<file path="src/source/routerPort_params.svh">
`ifndef ROUTER_PORT_PARAMS_SVH
`define ROUTER_PORT_PARAMS_SVH

// Input ports feeding one output port (L, N, E, W, S).
`define NUM_PORTS 5

// Flit kind field.
`define FLIT_ID_W 3

// Header length field, the hold limit in cycles.
`define LENGTH_W 12

// Flit payload.
`define DATA_W 16

`endif

</file>
<file path="src/source/nocFlitPkg.sv">
`include "routerPort_params.svh"

package nocFlitPkg;

  // Flit kinds as carried in the kind field, one bit each.
  typedef enum logic [`FLIT_ID_W-1:0] {
    HEADER = 3'd1,
    BODY   = 3'd2,
    TAIL   = 3'd4
  } flitKind;

  // Input port index, also used as the source tag on the output.
  typedef enum logic [2:0] {
    LOCAL = 3'd0,
    NORTH,
    EAST,
    WEST,
    SOUTH
  } portIdx;

endpackage

</file>
<file path="src/source/nocArbPkg.sv">
`include "routerPort_params.svh"

package nocArbPkg;

  // One-hot grant states. Bit 0 is IDLE, bit p+1 grants port p.
  typedef enum logic [`NUM_PORTS:0] {
    IDLE    = 6'b000001,
    GRANT_L = 6'b000010,
    GRANT_N = 6'b000100,
    GRANT_E = 6'b001000,
    GRANT_W = 6'b010000,
    GRANT_S = 6'b100000
  } grantState;

  // First requesting port strictly after port from, wrapping around.
  // Port from itself is looked at last.
  function automatic grantState nextInRotation(
    input logic [`NUM_PORTS-1:0] req,
    input int unsigned from
  );
    grantState next;
    int unsigned idx;
    next = IDLE;
    // Walk from the farthest port back, so the nearest one wins.
    for (int i = `NUM_PORTS; i > 0; i--)
    begin
      idx = from + i;
      if (idx >= `NUM_PORTS)
        idx = idx - `NUM_PORTS;
      if (req[idx])
        next = grantState'({{`NUM_PORTS{1'b0}}, 1'b1} << (idx + 1));
    end
    return next;
  endfunction

endpackage

</file>
<file path="src/source/inputChannel.sv">
`timescale 1ns/1ps
`include "routerPort_params.svh"

module inputChannel (
  input  logic                  clk,
  input  logic                  rst,
  input  logic                  inReq,
  input  nocFlitPkg::flitKind   inKind,
  input  logic [`LENGTH_W-1:0]  inLength,
  input  logic [`DATA_W-1:0]    inData,
  output logic                  inAck,
  input  logic                  pop,
  output logic                  pending,
  output nocFlitPkg::flitKind   heldKind,
  output logic [`LENGTH_W-1:0]  heldLength,
  output logic [`DATA_W-1:0]    heldData
);
  import nocFlitPkg::*;

  typedef enum logic [1:0] {
    EMPTY,
    FULL_ACKED,
    WAIT_REQ_LOW
  } chanState;

  chanState state;
  logic     capture;

  // Take a new flit only with the buffer free and the last handshake closed.
  assign capture = (state == EMPTY) && inReq && !inAck;
  assign pending = (state == FULL_ACKED);

  always_ff @(posedge clk)
  begin
    if (rst)
      state <= EMPTY;
    else
    begin
      case (state)
        EMPTY:
          if (capture)
            state <= FULL_ACKED;
        FULL_ACKED:
          if (pop)
            state <= (inAck && inReq) ? WAIT_REQ_LOW : EMPTY;
        WAIT_REQ_LOW:
          if (!inReq)
            state <= EMPTY;
        default:
          state <= EMPTY;
      endcase
    end
  end

  // Receiver side of the four-phase handshake.
  always_ff @(posedge clk)
  begin
    if (rst)
      inAck <= 1'b0;
    else if (capture)
      inAck <= 1'b1;
    else if (!inReq)
      inAck <= 1'b0;
  end

  always_ff @(posedge clk)
  begin
    if (capture)
    begin
      heldKind   <= inKind;
      heldLength <= inLength;
      heldData   <= inData;
    end
  end

endmodule

</file>
<file path="src/source/packetTimer.sv">
`timescale 1ns/1ps
`include "routerPort_params.svh"

module packetTimer (
  input  logic                  clk,
  input  logic                  rst,
  input  nocFlitPkg::flitKind   heldKind,
  input  logic [`LENGTH_W-1:0]  heldLength,
  input  logic                  run,
  output logic                  timesUp
);
  import nocFlitPkg::*;

  logic [`LENGTH_W-1:0] limit;
  logic [`LENGTH_W-1:0] count;

  always_ff @(posedge clk)
  begin
    if (rst)
    begin
      limit <= '0;
      count <= '0;
    end
    else
    begin
      // Each header sets the hold limit for its packet.
      if (heldKind == HEADER)
        limit <= heldLength;
      if (run)
        count <= count + 1'b1;
      else
        count <= '0;
    end
  end

  assign timesUp = (count == limit);

endmodule

</file>
<file path="src/source/outputArbiter.sv">
`timescale 1ns/1ps
`include "routerPort_params.svh"

module outputArbiter (
  input  logic                  clk,
  input  logic                  rst,
  input  logic [`NUM_PORTS-1:0] pending,
  input  nocFlitPkg::flitKind   heldKind [`NUM_PORTS],
  input  logic [`LENGTH_W-1:0]  heldLength [`NUM_PORTS],
  output logic [`NUM_PORTS-1:0] grant
);
  import nocFlitPkg::*;
  import nocArbPkg::*;

  grantState             state;
  grantState             nextState;
  int unsigned           curPort;
  logic                  granted;
  logic [`NUM_PORTS-1:0] inPacket;
  logic [`NUM_PORTS-1:0] run;
  logic [`NUM_PORTS-1:0] timesUp;

  // --------------------------------------------------
  // Per-port hold timers
  // --------------------------------------------------
  for (genvar p = 0; p < `NUM_PORTS; p++)
  begin : genTimer
    packetTimer timer (
      .clk        (clk),
      .rst        (rst),
      .heldKind   (heldKind[p]),
      .heldLength (heldLength[p]),
      .run        (run[p]),
      .timesUp    (timesUp[p])
    );

    // A port still owns its packet until the tail has left the buffer.
    assign inPacket[p] = pending[p] || (heldKind[p] != TAIL);
  end

  // --------------------------------------------------
  // Grant state machine
  // --------------------------------------------------
  always_ff @(posedge clk)
  begin
    if (rst)
      state <= IDLE;
    else
      state <= nextState;
  end

  always_comb
  begin
    // IDLE rotates as if S held the grant last, so L comes first.
    curPort = `NUM_PORTS - 1;
    granted = 1'b0;
    case (state)
      GRANT_L:
      begin
        curPort = 0;
        granted = 1'b1;
      end
      GRANT_N:
      begin
        curPort = 1;
        granted = 1'b1;
      end
      GRANT_E:
      begin
        curPort = 2;
        granted = 1'b1;
      end
      GRANT_W:
      begin
        curPort = 3;
        granted = 1'b1;
      end
      GRANT_S:
      begin
        curPort = 4;
        granted = 1'b1;
      end
      default:
        granted = 1'b0;
    endcase
  end

  always_comb
  begin
    run = '0;
    if (granted && inPacket[curPort] && !timesUp[curPort])
    begin
      // Hold. Only a held grant advances the timer.
      run[curPort] = 1'b1;
      nextState    = state;
    end
    else
      nextState = nextInRotation(pending, curPort);
  end

  assign grant = state[`NUM_PORTS:1];

endmodule

</file>
<file path="src/source/outputChannel.sv">
`timescale 1ns/1ps
`include "routerPort_params.svh"

module outputChannel (
  input  logic                  clk,
  input  logic                  rst,
  input  logic [`NUM_PORTS-1:0] grant,
  input  logic [`NUM_PORTS-1:0] pending,
  input  nocFlitPkg::flitKind   heldKind [`NUM_PORTS],
  input  logic [`LENGTH_W-1:0]  heldLength [`NUM_PORTS],
  input  logic [`DATA_W-1:0]    heldData [`NUM_PORTS],
  output logic [`NUM_PORTS-1:0] pop,
  output logic                  outReq,
  output nocFlitPkg::flitKind   outKind,
  output logic [`LENGTH_W-1:0]  outLength,
  output logic [`DATA_W-1:0]    outData,
  output nocFlitPkg::portIdx    outSrc,
  input  logic                  outAck
);
  import nocFlitPkg::*;

  typedef enum logic [1:0] {
    SEND_IDLE,
    SEND_REQ,
    SEND_RELEASE
  } sendState;

  sendState              state;
  logic [`NUM_PORTS-1:0] ready;

  assign ready  = grant & pending;
  assign pop    = (state == SEND_IDLE) ? ready : '0;
  assign outReq = (state == SEND_REQ);

  always_ff @(posedge clk)
  begin
    if (rst)
      state <= SEND_IDLE;
    else
    begin
      case (state)
        SEND_IDLE:
          if (|ready)
            state <= SEND_REQ;
        SEND_REQ:
          if (outAck)
            state <= SEND_RELEASE;
        SEND_RELEASE:
          if (!outAck)
            state <= SEND_IDLE;
        default:
          state <= SEND_IDLE;
      endcase
    end
  end

  // Latch the granted flit as it is popped.
  always_ff @(posedge clk)
  begin
    if (state == SEND_IDLE)
    begin
      for (int p = 0; p < `NUM_PORTS; p++)
      begin
        if (ready[p])
        begin
          outKind   <= heldKind[p];
          outLength <= heldLength[p];
          outData   <= heldData[p];
          outSrc    <= portIdx'(p);
        end
      end
    end
  end

endmodule

</file>
<file path="src/source/routerOutputPort.sv">
`timescale 1ns/1ps
`include "routerPort_params.svh"

module routerOutputPort (
  input  logic                  clk,
  input  logic                  rst,
  input  logic [`NUM_PORTS-1:0] inReq,
  input  nocFlitPkg::flitKind   inKind [`NUM_PORTS],
  input  logic [`LENGTH_W-1:0]  inLength [`NUM_PORTS],
  input  logic [`DATA_W-1:0]    inData [`NUM_PORTS],
  output logic [`NUM_PORTS-1:0] inAck,
  output logic                  outReq,
  output nocFlitPkg::flitKind   outKind,
  output logic [`LENGTH_W-1:0]  outLength,
  output logic [`DATA_W-1:0]    outData,
  output nocFlitPkg::portIdx    outSrc,
  input  logic                  outAck
);
  import nocFlitPkg::*;

  logic [`NUM_PORTS-1:0] pending;
  logic [`NUM_PORTS-1:0] pop;
  logic [`NUM_PORTS-1:0] grant;
  flitKind               heldKind [`NUM_PORTS];
  logic [`LENGTH_W-1:0]  heldLength [`NUM_PORTS];
  logic [`DATA_W-1:0]    heldData [`NUM_PORTS];

  // --------------------------------------------------
  // Input buffers, one per port in L, N, E, W, S order
  // --------------------------------------------------
  for (genvar p = 0; p < `NUM_PORTS; p++)
  begin : genInput
    inputChannel inChan (
      .clk        (clk),
      .rst        (rst),
      .inReq      (inReq[p]),
      .inKind     (inKind[p]),
      .inLength   (inLength[p]),
      .inData     (inData[p]),
      .inAck      (inAck[p]),
      .pop        (pop[p]),
      .pending    (pending[p]),
      .heldKind   (heldKind[p]),
      .heldLength (heldLength[p]),
      .heldData   (heldData[p])
    );
  end

  outputArbiter arbiter (
    .clk        (clk),
    .rst        (rst),
    .pending    (pending),
    .heldKind   (heldKind),
    .heldLength (heldLength),
    .grant      (grant)
  );

  outputChannel outChan (
    .clk        (clk),
    .rst        (rst),
    .grant      (grant),
    .pending    (pending),
    .heldKind   (heldKind),
    .heldLength (heldLength),
    .heldData   (heldData),
    .pop        (pop),
    .outReq     (outReq),
    .outKind    (outKind),
    .outLength  (outLength),
    .outData    (outData),
    .outSrc     (outSrc),
    .outAck     (outAck)
  );

endmodule

</file>
<file path="config.mk">
export PLATFORM = sky130hd
export DESIGN_NAME = routerOutputPort
export DESIGN_NICKNAME = d
export VERILOG_FILES = /design/src/source/nocFlitPkg.sv /design/src/source/nocArbPkg.sv /design/src/source/inputChannel.sv /design/src/source/packetTimer.sv /design/src/source/outputArbiter.sv /design/src/source/outputChannel.sv /design/src/source/routerOutputPort.sv
export VERILOG_INCLUDE_DIRS = /design/src /design/src/source
export SDC_FILE = /design/constraint.sdc
export NUM_CORES = 1
export LEC_CHECK = 0
export ABC_CLOCK_PERIOD_IN_PS = 13200
export BUFFER_PORTS_ARGS = -buffer_cell sky130_fd_sc_hd__buf_2
export CELL_PAD_IN_SITES_DETAIL_PLACEMENT = 1
export CELL_PAD_IN_SITES_GLOBAL_PLACEMENT = 1
export CORE_AREA = 2 2 174 176
export DETAILED_ROUTE_END_ITERATION = 8
export DIE_AREA = 0 0 176 178
export GPL_TIMING_DRIVEN = 0
export MAX_ROUTING_LAYER = met4
export PLACE_DENSITY_LB_ADDON = 0.15
export SYNTH_ARGS = -nofsm -noshare
export SYNTH_HDL_FRONTEND = slang
export SYNTH_SLANG_ARGS = --single-unit
</file>
<file path="constraint.sdc">
create_clock -name clk -period 13.2 [get_ports clk]
set_clock_uncertainty 0.1 [all_clocks]
set_input_delay 1.32 -clock clk [delete_from_list [all_inputs] [get_ports clk]]
set_output_delay 1.32 -clock clk [all_outputs]
set_load 0.005 [all_outputs]
</file>
-- Word-level counts from Yosys, hierarchy flattened
Cells that the tools add are included.
W data, S select, Z words.
- bits in registers: 332
- bits of input ports: 163
- add/subtract/negate cells: 20
- magnitude comparators: 12
- equality and inequality tests: 55
- shift operators: 5
- multiplexer cells: 93
- bitwise gates (word level): 6
- reduce and logical (&&, ||, !) cells: 50
- operator list (cell ; count):
    $mux W32 ; 10
    $add A32 B1 Y32 const B ; 5
    $ge A32 B3 Y1 const B ; 5
    $lt A32 B4 Y1 const B ; 5
    $shl A1 B32 Y6 const A ; 5
    $sub A32 B3 Y32 const B ; 5
    $mux W16 ; 5
    $add A12 B1 Y12 const B ; 5
    $eq A12 B12 Y1 ; 5
    $mux W12 ; 5
    $mux W2 ; 23
    $pmux W2 S3 ; 6
    $ne A2 B1 Y1 const B ; 17
    $mux W6 ; 5
    $mux W3 ; 9
    $bmux W1 S3 ; 7
    $mux W1 ; 19
    $logic_and A1 B1 Y1 ; 18
    $reduce_and A3 Y1 ; 6
    $eq A3 B1 Y1 const B ; 5
    $ne A3 B3 Y1 const B ; 5
    $eq A2 B1 Y1 const B ; 6
    $eq A2 B2 Y1 const B ; 6
    $logic_not A2 Y1 ; 6
    22 further kinds ; 48

-- Longest topological paths before layout
Gate-level depths: netlist of run 1.
- word-level depth: 14
- gate-level depth with buffers: 15

-- Modules after synthesis
Synthesis of run 1 repeated with hierarchy kept, for this count alone.
- cell total of the unflattened synthesis: 1298
- area, all modules: 15314.7 µm²
- by module, submodules not included (module ; times used ; cells each ; area an instance (µm²) ; seq. area each (µm²)):
    inputChannel ; 5 ; 45 ; 1074.8 ; 991.0
    packetTimer (arbiter.genTimer[0].timer ...) ; 4 ; 112 ; 1081.0 ; 480.5
    outputChannel ; 1 ; 313 ; 3034.2 ; 1061.0
    outputArbiter ; 1 ; 200 ; 1503.9 ; 120.1
    packetTimer (arbiter.genTimer[4].timer) ; 1 ; 112 ; 1078.5 ; 480.5

-- Least setup slack after synthesis of run 1
OpenSTA, ideal clock, no wires.
- path type: input to register
- from: input inReq[4]
- to: register genInput[4].inChan.heldData[0], enable pin
- library setup time: 0.512 ns
- arrival: 4.604 ns
- setup slack: 7.984 ns
- stages on the path: 1
- buffers on the path: 0
- path through: nor4b_1
- word-level cells in the longest chain between the ends: 2
- RTL lines (what ; line ; text):
    start, declared ; routerOutputPort.sv:7 ; input logic [`NUM_PORTS-1:0] inReq,
    $logic_and A1 B1 Y1 (2 in a row) ; inputChannel.sv:30 ; assign capture = (state == EMPTY) && inReq && !inAck;
    end signal, assigned ; inputChannel.sv:72 ; heldData <= inData;
    end, declared ; inputChannel.sv:16 ; output logic [`DATA_W-1:0] heldData
No other way between the ends.
A chain may end at the register's enable or synchronous reset.

-- Worst setup path in the final report of run 1
- from: register arbiter.state[4]
- to: register arbiter.state[4]
- word-level cells in the longest chain between the ends: 13
- RTL lines (what ; line ; text):
    start, declared ; outputArbiter.sv:15 ; grantState state;
    start signal, assigned ; outputArbiter.sv:49 ; state <= nextState;
    $eq A6 B5 Y1 (tied with other cells) ; outputArbiter.sv:57 ; case (state)
    $pmux W3 S4 ; outputArbiter.sv:57 ;
    $add A3 B3 Y4 ; nocArbPkg.sv:27 ; idx = from + i;
    $sub A32 B3 Y32 (no source line) / $ge A32 B3 Y1 (equally long branches) ; -- ;
    $mux W32 ; nocArbPkg.sv:28 ; if (idx >= `NUM_PORTS)
    $mux W32 ; outputArbiter.sv:91 ; if (granted && inPacket[curPort] && !timesUp[curPort])
    $add A32 B1 Y32 / $bmux W1 S3 (equally long branches) ; nocArbPkg.sv:31, nocArbPkg.sv:30 ;
    $shl A1 B32 Y6 / $mux W1 (equally long branches) ; nocArbPkg.sv:31, nocArbPkg.sv:30 ;
    $mux W6 (5 in a row) ; nocArbPkg.sv:30 ; if (req[idx])
Parallel ways exist; a longest one is shown, timed or not. The select of a mux whose other input is x is not followed.

==> flow_metrics.env, run 1 <==
export IMPL_status="finished clean"
export IMPL_final_hold_violation_count=0
export IMPL_met3_usage_pct=4.67
export IMPL_cts_tree="built"
export IMPL_grt_setup_unrepaired="false"
export IMPL_tns_ns=0
export IMPL_p_int_uw=2000
export IMPL_start_kind="flip-flop"
export IMPL_synthArstFlopShare_pct=0
export IMPL_synth_flop_cell="edfxtp_1"
export IMPL_holdCritStartpoint="arbiter.genTimer[0].timer.count[0]$_SDFF_PP0_"
export IMPL_yosysWarningCount=0
export IMPL_switchingPower_uw=844
export IMPL_insertion_delay_ns=0.53
export IMPL_min_to="arbiter.genTimer[0].timer.count[0]$_SDFF_PP0_"
export IMPL_reg2reg_slack_ns=8.65
export IMPL_relSlewSlack_pct=31.6
export IMPL_wire_per_inst_um=23.4
export IMPL_grt_max_degree=14
export IMPL_top_usage_layer="met2"
export IMPL_dieArea_um2=31300
export IMPL_rr_endpoint="arbiter.state[4]$_SDFFE_PP0N_"
export IMPL_cp_num_buf_inv=3
export IMPL_rows=63
export IMPL_cpPeakStageDelay_ns=0.78
export IMPL_cp_arrival_ns=4.83
export IMPL_swShare_pct=29.7
export IMPL_first_iter_violations=787
export IMPL_die_w_um=176
export IMPL_fillerInstances=3196
export IMPL_clockBufferDepth=3
export IMPL_syn_avg_cell_area_um2=11.2
export IMPL_cts_setup_buffers=0
export IMPL_whs_ns=0.411
export IMPL_setup_violations=0
export IMPL_path_class="reg2reg"
export IMPL_synthTopCellsByArea="edfxtp_1 40%, dfxtp_1 20%, nor2_1 4.9%"
export IMPL_power_total_uw=2850
export IMPL_setup_ws_ns=8.65
export IMPL_syn_area_um2=14200
export IMPL_worstHoldPathCells=1
export IMPL_cpLargestDelayFamily="simple AND/OR/NAND/NOR gates"
export IMPL_hold_path_class="reg2reg"
export IMPL_final_min_clock_period_ns=4.55
export IMPL_worst_path_max_delay_cell="nor3_1"
export IMPL_cts_buffers=37
export IMPL_via_count=11200
export IMPL_clock_fmax_mhz=220
export IMPL_cts_resized=0
export IMPL_cp_max_fo=10
export IMPL_synth_edff_count=189
export IMPL_overflow=0
export IMPL_ctsHoldBuffers=0
export IMPL_yosys_register_bits=332
export IMPL_grt_pass1_vias=11700
export IMPL_cts_reportedPaths_clkPinSlew_ns=0.06
export IMPL_port_buffers=202
export IMPL_die_height_um=178
export IMPL_grtUsageMet2_pct=50.4
export IMPL_drive_above_1_share_pct=20.0
export IMPL_crit_chain="buf_2 > buf_2 > xnor2_1 > nor3_1 > inv_1 > ha_1 > ha_1 > nand2b_1 > o211a_1 > a211oi_1 > a2111oi_2 > nor2_1 > mux2i_1 > nand3b_1 > a311oi_1"
export IMPL_cp_required_ns=13.48
export IMPL_detail_route_antenna_nets=0
export IMPL_worstMarginPinSlew_ns=1.02
export IMPL_fin_nets=1722
export IMPL_core_area_um2=29400
export IMPL_ff2ff_path_depth=15
export IMPL_drv_slew=0
export IMPL_seqPwrFrac_pct=44.3
export IMPL_multi_input_area_um2=5330
export IMPL_reg2reg_from="arbiter.state[4]$_SDFFE_PP0N_"
export IMPL_dr_pass1_iters=5
export IMPL_syn_inst=1263
export IMPL_vias_per_cell=5.69
export IMPL_clockPowerShare_pct=36.2
export IMPL_htreeDepth=2
export IMPL_ios=203
export IMPL_ff_latch_area_um2=8540
export IMPL_fin_util_pct=58.5
export IMPL_synth_cell_types=62
export IMPL_start_util_pct=48.2
export IMPL_grt_pass1_wl_um=67900
export IMPL_cts_root_buf="clkbuf_16"
export IMPL_synth_top_cell_by_area="edfxtp_1"
export IMPL_fin_crit_sh_pct=34.5
export IMPL_end_kind="flip-flop"
export IMPL_leakagePower_uw=0.00654
export IMPL_pre_cts_ws_ns=8.80
export IMPL_synth_seq_area_share_pct=60.2
export IMPL_comb_power_share_pct=19.4
export IMPL_drc=0
export IMPL_ir_drop_mv=0.123
export IMPL_antenna_found_initial=7
export IMPL_clock_sinks=332
export IMPL_maxCapViolCount=0
export IMPL_track_usage_pct=29.8
export IMPL_met1_usage_pct=35.3
export IMPL_wl_um=46100
export IMPL_areaGrowthSynthToFinish_pct=21.2
export IMPL_gp_congestion=0.914
export IMPL_yosysTopAreaCellShare_pct=40.0
export IMPL_dp_hpwl_um=33600
export IMPL_power_density_nw_per_um2=166
==> metal layers <==
| layer | wire length [µm] | part of all wire (%) | vias up |
|---|---|---|---|
| met3 | 2460 | 5.3 | 124 |
| met1 | 18500 | 40 | 5588 |
| met2 | 23000 | 50 | 381 |
| met4 | 2130 | 4.6 | 0 |
| met5 | 0 | 0 | - |
| li1 | - | - | 5098 |
==> kinds of logic after synthesis <==
family / Yosys count / synth area share (%)
fa+ha+maj: 19 / 1.68
mux: 65 / 4.59
other cells: 2 / 0.0529
buf+inv: 94 / 2.77
flops: 332 / 60.2
xor+xnor: 117 / 7.22
simple gates: 458 / 15.0
compound gates: 176 / 8.44
==> synth_stat cells, types with 3 or more instances <==
cell type	n
edfxtp_1	189
nor2_1	186
dfxtp_1	143
nand2_1	90
xnor2_1	73
mux2i_1	65
nand3_1	60
a21oi_1	50
o21ai_0	45
xor2_1	44
clkbuf_1	36
a311oi_1	33
inv_1	27
and3_1	26
nand4_1	24
nor3_1	20
ha_1	19
buf_1	15
o211a_1	9
buf_2	8
nor4b_1	7
or3_1	7
a211oi_1	6
buf_4	6
nor2b_1	6
nor3b_1	6
nor4_1	6
nand4b_1	5
o211ai_1	5
nand2b_1	3
==> power by group through the flow <==
| stage | sequential (µW) | clock [µW] | combinational, µW |
|---|---|---|---|
| detailed placement | 1280 | 0 | 534 |
| global placement | 1290 | 0 | 502 |
| global route | 1270 | 1080 | 593 |
| finish | 1260 | 1030 | 553 |
| floorplan | 1260 | 0 | 315 |
| CTS | 1260 | 1040 | 541 |
==> cells in the final DEF (no fill, tap or decap), types with 3 or more instances in the layout <==
master,count
a211oi_1,6
a21oi_1,50
a311oi_1,33
and3_1,26
buf_1,15
buf_2,210
buf_4,25
buf_6,6
clkbuf_1,45
clkbuf_16,38
clkbuf_8,5
clkinv_1,4
clkinv_2,8
conb_1,14
dfxtp_1,143
diode_2,8
edfxtp_1,189
ha_1,19
inv_1,27
mux2i_1,65
nand2_1,90
nand2b_1,3
nand3_1,60
nand4_1,24
nand4b_1,5
nor2_1,186
nor2b_1,6
nor3_1,19
nor3b_1,6
nor4_1,6
nor4b_2,5
o211a_1,9
o211ai_1,5
o21ai_0,45
or3_1,7
xnor2_1,73
xor2_1,44
==> area by class of cell <==
class                      instances  share of cell area, %
clock inverter                    16                  0.910
clock buffer                      52                   6.13
buffer                            66                   1.67
multi-input combinational        849                   31.0
timing repair buffer             226                   7.04
inverter                          28                  0.611
sequential                       332                   49.7
antenna                            8                  0.116
tap                              390                   2.84
==> sequential cells by signal, indices dropped and copies added, names as in the netlist <==
| signal | cells |
|---|---|
| outChan.outKind | 3 |
| genInput.inChan.state | 10 |
| genInput.inChan.inAck | 5 |
| outChan.outData | 16 |
| arbiter.genTimer.timer.limit | 60 |
| outChan.outSrc | 3 |
| genInput.inChan.heldKind | 15 |
| genInput.inChan.heldData | 80 |
| genInput.inChan.heldLength | 60 |
| arbiter.state | 6 |
| outChan.state | 2 |
| arbiter.genTimer.timer.count | 60 |
| outChan.outLength | 12 |
==> through the flow <==
stage	instance area (µm²)	std cells
after floorplan	14200	1275
after global placement	15700	1867
after detailed placement	16000	1891
after CTS	17200	1959
after global routing	17200	1966
final	17200	1967
==> how the worst max path moves through the flow <==
stage                                        from                                   endpoint  slack, ns  depth (start not counted)
CTS                 arbiter.state[4]$_SDFFE_PP0N_              arbiter.state[4]$_SDFFE_PP0N_       8.78                         14
global route        arbiter.state[4]$_SDFFE_PP0N_              arbiter.state[4]$_SDFFE_PP0N_       8.42                         15
detailed placement  arbiter.state[4]$_SDFFE_PP0N_              arbiter.state[3]$_SDFFE_PP0N_       8.80                         14
finish              arbiter.state[4]$_SDFFE_PP0N_              arbiter.state[4]$_SDFFE_PP0N_       8.65                         15
floorplan                                inReq[4]   genInput[4].inChan.heldData[0]$_DFFE_PP_       7.98                          1
global placement                         inReq[2]  genInput[2].inChan.heldData[15]$_DFFE_PP_       5.12                          2
Note: power is estimated with default switching activity, not from simulation.
==> run 2: changes to the inputs <==
--- a/config.mk
+++ b/config.mk
@@ -6,13 +6,13 @@
 export SDC_FILE = /design/constraint.sdc
 export NUM_CORES = 1
 export LEC_CHECK = 0
-export ABC_CLOCK_PERIOD_IN_PS = 13200
+export ABC_CLOCK_PERIOD_IN_PS = 4200
 export BUFFER_PORTS_ARGS = -buffer_cell sky130_fd_sc_hd__buf_2
 export CELL_PAD_IN_SITES_DETAIL_PLACEMENT = 1
 export CELL_PAD_IN_SITES_GLOBAL_PLACEMENT = 1
-export CORE_AREA = 2 2 174 176
+export CORE_AREA = 2 2 181 183
 export DETAILED_ROUTE_END_ITERATION = 8
-export DIE_AREA = 0 0 176 178
+export DIE_AREA = 0 0 183 185
 export GPL_TIMING_DRIVEN = 0
 export MAX_ROUTING_LAYER = met4
 export PLACE_DENSITY_LB_ADDON = 0.15
==> constraint.sdc (replaced) <==
create_clock -name clk -period 4.2 [get_ports clk]
set_clock_uncertainty 0.1 [all_clocks]
set_input_delay 0.42 -clock clk [delete_from_list [all_inputs] [get_ports clk]]
set_output_delay 0.42 -clock clk [all_outputs]
set_load 0.005 [all_outputs]
==> flow_metrics.env, run 2 (synthesized netlist as in run 1, its figures left out) <==
export IMPL_clockPowerShare_pct=36.4
export IMPL_seqPwrFrac_pct=43.0
export IMPL_port_buffers=202
export IMPL_clock_sinks=332
export IMPL_whs_ns=0.0237
export IMPL_grt_pass1_vias=12700
export IMPL_cts_tree="built"
export IMPL_vias_per_cell=5.64
export IMPL_fillerInstances=3448
export IMPL_antenna_found_initial=3
export IMPL_grt_max_degree=17
export IMPL_power_total_uw=9250
export IMPL_overflow=0
export IMPL_core_area_um2=32000
export IMPL_clockBufferDepth=3
export IMPL_detail_route_antenna_nets=0
export IMPL_cts_root_buf="clkbuf_16"
export IMPL_reg2reg_from="arbiter.state[4]$_SDFFE_PP0N_"
export IMPL_comb_power_share_pct=20.6
export IMPL_grt_pass1_wl_um=77200
export IMPL_htreeDepth=2
export IMPL_clock_fmax_mhz=252
export IMPL_final_cell_mix="210 x buf_2, 189 x edfxtp_1, 186 x nor2_1"
export IMPL_crit_path_start="arbiter.state[4]$_SDFFE_PP0N_"
export IMPL_leakagePower_uw=0.00720
export IMPL_dieArea_um2=33900
export IMPL_cts_reportedPaths_clkPinSlew_ns=0.06
export IMPL_swShare_pct=30.4
export IMPL_relSlewSlack_pct=37.0
export IMPL_first_iter_violations=825
export IMPL_dr_pass1_iters=5
export IMPL_fin_crit_sh_pct=94.5
export IMPL_track_usage_pct=31.6
export IMPL_final_common_cell="buf_2"
export IMPL_hold_path_class="in2reg"
export IMPL_wl_um=52300
export IMPL_die_height_um=185
export IMPL_ir_drop_mv=0.364
export IMPL_p_int_uw=6430
export IMPL_fin_util_pct=58.7
export IMPL_grt_setup_unrepaired="false"
export IMPL_final_min_clock_period_ns=3.97
export IMPL_die_w_um=183
export IMPL_drive_above_1_share_pct=18.0
export IMPL_final_cells=2126
export IMPL_switchingPower_uw=2810
export IMPL_wire_per_inst_um=24.6
export IMPL_cp_max_fo=9
export IMPL_end_kind="flip-flop"
export IMPL_cp_required_ns=4.53
export IMPL_dp_cells=1898
export IMPL_power_density_nw_per_um2=491
export IMPL_drc=0
export IMPL_max_flop_register="genInput.inChan.heldData"
export IMPL_rows=66
export IMPL_fin_nets=1868
export IMPL_areaGrowthSynthToFinish_pct=32.7
export IMPL_largest_register_ffs=80
export IMPL_path_class="reg2reg"
export IMPL_drv_slew=0
export IMPL_cp_arrival_ns=4.30
export IMPL_holdCritStartpoint="inLength[23]"
export IMPL_worstMarginPinSlew_ns=0.942
export IMPL_ios=203
export IMPL_cts_buffers=38
export IMPL_ff_latch_area_um2=8540
export IMPL_dp_hpwl_um=33200
export IMPL_insertion_delay_ns=0.54
export IMPL_start_kind="flip-flop"
export IMPL_status="finished clean"
export IMPL_multi_input_area_um2=5400
export IMPL_final_hold_violation_count=0
export IMPL_gp_congestion=0.862
export IMPL_setup_violations=0
export IMPL_via_count=12000
export IMPL_maxCapViolCount=0
export IMPL_start_util_pct=44.3
[run 2: cell count changes in the layout (fill, tap and decap cells not counted), sizes merged]
cell / before / now
buf: 256 / 247
clkbuf: 88 / 92
clkinv: 13 / 10
bufinv: 2 / 1
dlygate4sd3: 0 / 154
inv: 29 / 30
diode: 8 / 3
[run 2: cell type report]
type,instances,share of cell area [%]
buffer,66,1.53
timing repair buffer,371,14.5
antenna,3,0.0399
inverter,28,0.559
clock buffer,56,5.95
clock inverter,13,0.612
tap,408,2.71
sequential,332,45.4
multi-input combinational,849,28.7
[run 2: final timing paths]
check,to,slack [ns],depth (start not counted)
setup / recovery,arbiter.state[3]$_SDFFE_PP0N_,0.23,14
hold / removal,genInput[3].inChan.heldLength[11]$_DFFE_PP_,0.02,1
setup reg to reg,arbiter.state[3]$_SDFFE_PP0N_,0.23,14
hold reg to reg,arbiter.genTimer[2].timer.count[0]$_SDFF_PP0_,0.40,1
[run 2: what timing repair did]
action	in CTS	in global routing
pin swaps	0	1
endpoints found under the setup margin	5	5
gates resized for setup	1	2
endpoints found under the hold margin	154	0
hold buffers	154	0
buffers inserted	0	2
[run 2: layer usage]
layer | routed length, µm | vias up | track usage, %
met5 | 0 | - | -
met4 | 2910 | 0 | 15.4
met3 | 3160 | 151 | 5.13
met2 | 25900 | 473 | 53.4
met1 | 20400 | 5981 | 36.8
li1 | - | 5379 | -
[run 2: worst max-delay path: stages (launching register included)]
cell and delay [ns]:
dfxtp_1 0.31, buf_2 0.22, or4b_1 0.50, o211ai_2 0.16, nand2_1 0.24, clkinv_1 0.24, ha_1 0.24, nand2b_1 0.11
o211a_1 0.15, a211oi_1 0.37, a2111oi_4 0.10, or4_1 0.54, o21a_1 0.13, o211a_1 0.25, o41ai_2 0.21
[run 2: power by group through the flow]
stage	Sequential (µW)	Clock [µW]	Combinational (µW)
after CTS	3950	3320	1800
after global placement	4040	0	1570
final	3970	3370	1910
after detailed placement	4020	0	1670
after floorplan	3970	0	993
after global routing	3990	3510	2040
[run 2: through the flow]
stage / setup TNS [ns] / setup slack, ns / cell area, µm²
final: 0 / 0.231 / 18800
after global routing: 0 / 0.0510 / 18800
after floorplan: 0 / 0.111 / 14300
after CTS: 0 / 0.104 / 18800
after detailed placement: -1.01 / -0.264 / 16000
after global placement: -78.75 / -2.09 / 15800
==> run 3: changes to the inputs <==
--- a/config.mk
+++ b/config.mk
@@ -6,13 +6,14 @@
 export SDC_FILE = /design/constraint.sdc
 export NUM_CORES = 1
 export LEC_CHECK = 0
+export ABC_AREA = 1
 export ABC_CLOCK_PERIOD_IN_PS = 4200
 export BUFFER_PORTS_ARGS = -buffer_cell sky130_fd_sc_hd__buf_2
 export CELL_PAD_IN_SITES_DETAIL_PLACEMENT = 1
 export CELL_PAD_IN_SITES_GLOBAL_PLACEMENT = 1
-export CORE_AREA = 2 2 181 183
+export CORE_AREA = 2 2 206 208
 export DETAILED_ROUTE_END_ITERATION = 8
-export DIE_AREA = 0 0 183 185
+export DIE_AREA = 0 0 208 210
 export GPL_TIMING_DRIVEN = 0
 export MAX_ROUTING_LAYER = met4
 export PLACE_DENSITY_LB_ADDON = 0.15
==> flow_metrics.env, run 3 <==
export IMPL_status="finished clean"
export IMPL_cts_tree="built"
export IMPL_wire_per_inst_um=20.2
export IMPL_maxCapViolCount=0
export IMPL_cts_setup_buffers=0
export IMPL_core_area_um2=41500
export IMPL_wl_um=49800
export IMPL_final_cell_area_um2=19100
export IMPL_yosysWarningCount=0
export IMPL_fillerInstances=4703
export IMPL_gp_congestion=0.846
export IMPL_insertion_delay_ns=0.55
export IMPL_p_int_uw=6760
export IMPL_cts_reportedPaths_clkPinSlew_ns=0.06
export IMPL_end_kind="flip-flop"
export IMPL_ios=203
export IMPL_swShare_pct=32.3
export IMPL_multi_input_area_um2=5110
export IMPL_cp_max_fo=10
export IMPL_final_cell_mix="262 x nand2_1, 207 x buf_2, 189 x edfxtp_1"
export IMPL_routed_wl_met2_um=24700
export IMPL_seqPwrFrac_pct=42.6
export IMPL_htreeDepth=2
export IMPL_grt_max_degree=32
export IMPL_synthTopCellsByArea="edfxtp_1 39%, dfxtp_1 20%, nand2_1 6.8%"
export IMPL_dp_hpwl_um=35800
export IMPL_dieArea_um2=43700
export IMPL_clockPowerShare_pct=33.4
export IMPL_vias_per_cell=4.93
export IMPL_largest_register_ffs=80
export IMPL_switchingPower_uw=3230
export IMPL_synth_cell_types=45
export IMPL_fin_util_pct=46.1
export IMPL_syn_area_um2=14400
export IMPL_die_height_um=210
export IMPL_track_usage_pct=23.5
export IMPL_syn_avg_cell_area_um2=9.77
export IMPL_cts_buffers=39
export IMPL_synth_most_common_cell="nand2_1"
export IMPL_antenna_found_initial=10
export IMPL_dpl_cell_area_um2=16300
export IMPL_clockBufferDepth=3
export IMPL_ff_latch_area_um2=8540
export IMPL_via_count=12200
export IMPL_start_util_pct=34.7
export IMPL_met1_length_um=21300
export IMPL_final_common_cell="nand2_1"
export IMPL_port_buffers=202
export IMPL_final_hold_violation_count=0
export IMPL_cp_required_ns=4.37
export IMPL_pre_cts_ws_ns=0.583
export IMPL_setup_ws_ns=0.594
export IMPL_clock_sinks=332
export IMPL_synthArstFlopShare_pct=0
export IMPL_synth_flop_cell="edfxtp_1"
export IMPL_start_kind="flip-flop"
export IMPL_synth_edff_count=189
export IMPL_reg2reg_slack_ns=0.59
export IMPL_detail_route_antenna_nets=0
export IMPL_yosysTopAreaCellShare_pct=39.4
export IMPL_power_density_nw_per_um2=522
export IMPL_synth_seq_area_share_pct=59.3
export IMPL_fin_nets=2072
export IMPL_synthTopCellsByCount="262 x nand2_1, 189 x edfxtp_1, 152 x inv_1, 143 x dfxtp_1, 132 x a21oi_1"
export IMPL_syn_inst=1474
export IMPL_final_min_clock_period_ns=3.61
export IMPL_rows=75
export IMPL_max_flop_register="genInput.inChan.heldData"
export IMPL_grt_pass1_wl_um=75600
export IMPL_ir_drop_mv=0.410
export IMPL_worstMarginPinSlew_ns=0.861
export IMPL_areaGrowthSynthToFinish_pct=32.7
export IMPL_path_class="reg2reg"
export IMPL_drive_above_1_share_pct=17.6
export IMPL_overflow=0
export IMPL_dr_pass1_iters=5
export IMPL_yosys_register_bits=332
export IMPL_grt_pass1_vias=12900
export IMPL_grt_setup_unrepaired="false"
export IMPL_cts_root_buf="clkbuf_16"
export IMPL_route_met3_wl_um=2430
export IMPL_drv_slew=0
export IMPL_setup_violations=0
export IMPL_clock_fmax_mhz=277
export IMPL_top_layer_used="met4"
export IMPL_hold_path_class="in2reg"
export IMPL_die_w_um=208
export IMPL_fin_crit_sh_pct=85.9
export IMPL_synth_top_cell_by_area="edfxtp_1"
export IMPL_leakagePower_uw=0.00740
export IMPL_first_iter_violations=673
export IMPL_cp_arrival_ns=3.77
export IMPL_comb_power_share_pct=24.0
export IMPL_drc=0
export IMPL_relSlewSlack_pct=42.6
[run 3: cell types whose count changed after synthesis, sizes merged, moves of 33 or more]
cell	delta
a21oi	+84
inv	+133
mux2i	-65
xnor2	-43
o21ai	+51
nand2	+185
nor2	-67
a311oi	-33
[run 3: area by class of cell]
class	count	share of cell area [%]
Timing Repair Buffer	363	14.0
Tap cell	539	3.53
Clock buffer	55	5.74
Clock inverter	17	0.766
Sequential cell	332	44.7
Buffer	52	1.27
Antenna cell	10	0.131
Multi-Input combinational cell	941	26.7
Inverter	161	3.16
[run 3: path summary, 6_finish.rpt]
kind	start	end	cells past startpoint
min reg2reg	arbiter.genTimer[3].timer.limit[7]$_SDFFE_PP0N_	arbiter.genTimer[3].timer.limit[7]$_SDFFE_PP0N_	2
min	outAck	outChan.state[1]$_SDFFE_PP0P_	3
max reg2reg	genInput[3].inChan.state[0]$_SDFFE_PP0P_	outChan.outData[9]$_DFFE_PP_	10
max	genInput[3].inChan.state[0]$_SDFFE_PP0P_	outChan.outData[9]$_DFFE_PP_	10
[run 3: critical path, stage by stage, from the launching register on]
cell and delay (ns):
dfxtp_1 0.30, inv_1 0.06, nor2_1 0.49, inv_1 0.22
nor2_1 0.53, inv_1 0.20, nand2_1 0.17, buf_2 0.29
a21oi_1 0.08, a221oi_1 0.68, o21ai_0 0.19
[run 3: power by group through the flow]
stage / clock network, µW / logic (µW) / registers [µW]
3_3_place_gp: 0 / 2130 / 4340
4_1_cts: 3390 / 2400 / 4250
6_report: 3340 / 2390 / 4260
2_1_floorplan: 0 / 1370 / 4240
5_1_grt: 3530 / 2640 / 4300
3_5_place_dp: 0 / 2270 / 4320
[run 3: repair_timing]
item                                   4_1_cts  5_1_grt
hold buffers                               155        0
gates resized for setup                      0        0
endpoints found under the hold margin      155        0
[run 3: through the flow]
stage          hold WS [ns]  setup TNS [ns]  total power, µW  std cells
6_report             0.0418               0             9990       2470
5_1_grt              0.0508               0            10500       2470
4_1_cts              0.0104               0            10000       2460
3_5_place_dp          0.352               0             6590       2233
3_3_place_gp          0.335          -48.19             6470       2227
2_1_floorplan         0.326               0             5610       1486
[run 3: cells by family after synthesis]
logic type	after synthesis	synth area share, %
other	2	0.0521
AND/OR/NAND/NOR	565	18.4
XOR/XNOR	64	3.89
AO/OA/AOI/OAI	279	10.8
buffers and inverters	213	5.88
flip-flops	332	59.3
adder cells (fa/ha/maj)	19	1.65
[run 3: per-layer routing]
metal | global-route usage (%) | vias to the layer above
li1 | - | 5887
met5 | - | -
met4 | 7.29 | 0
met1 | 28.5 | 5929
met2 | 39.6 | 291
met3 | 4.42 | 72
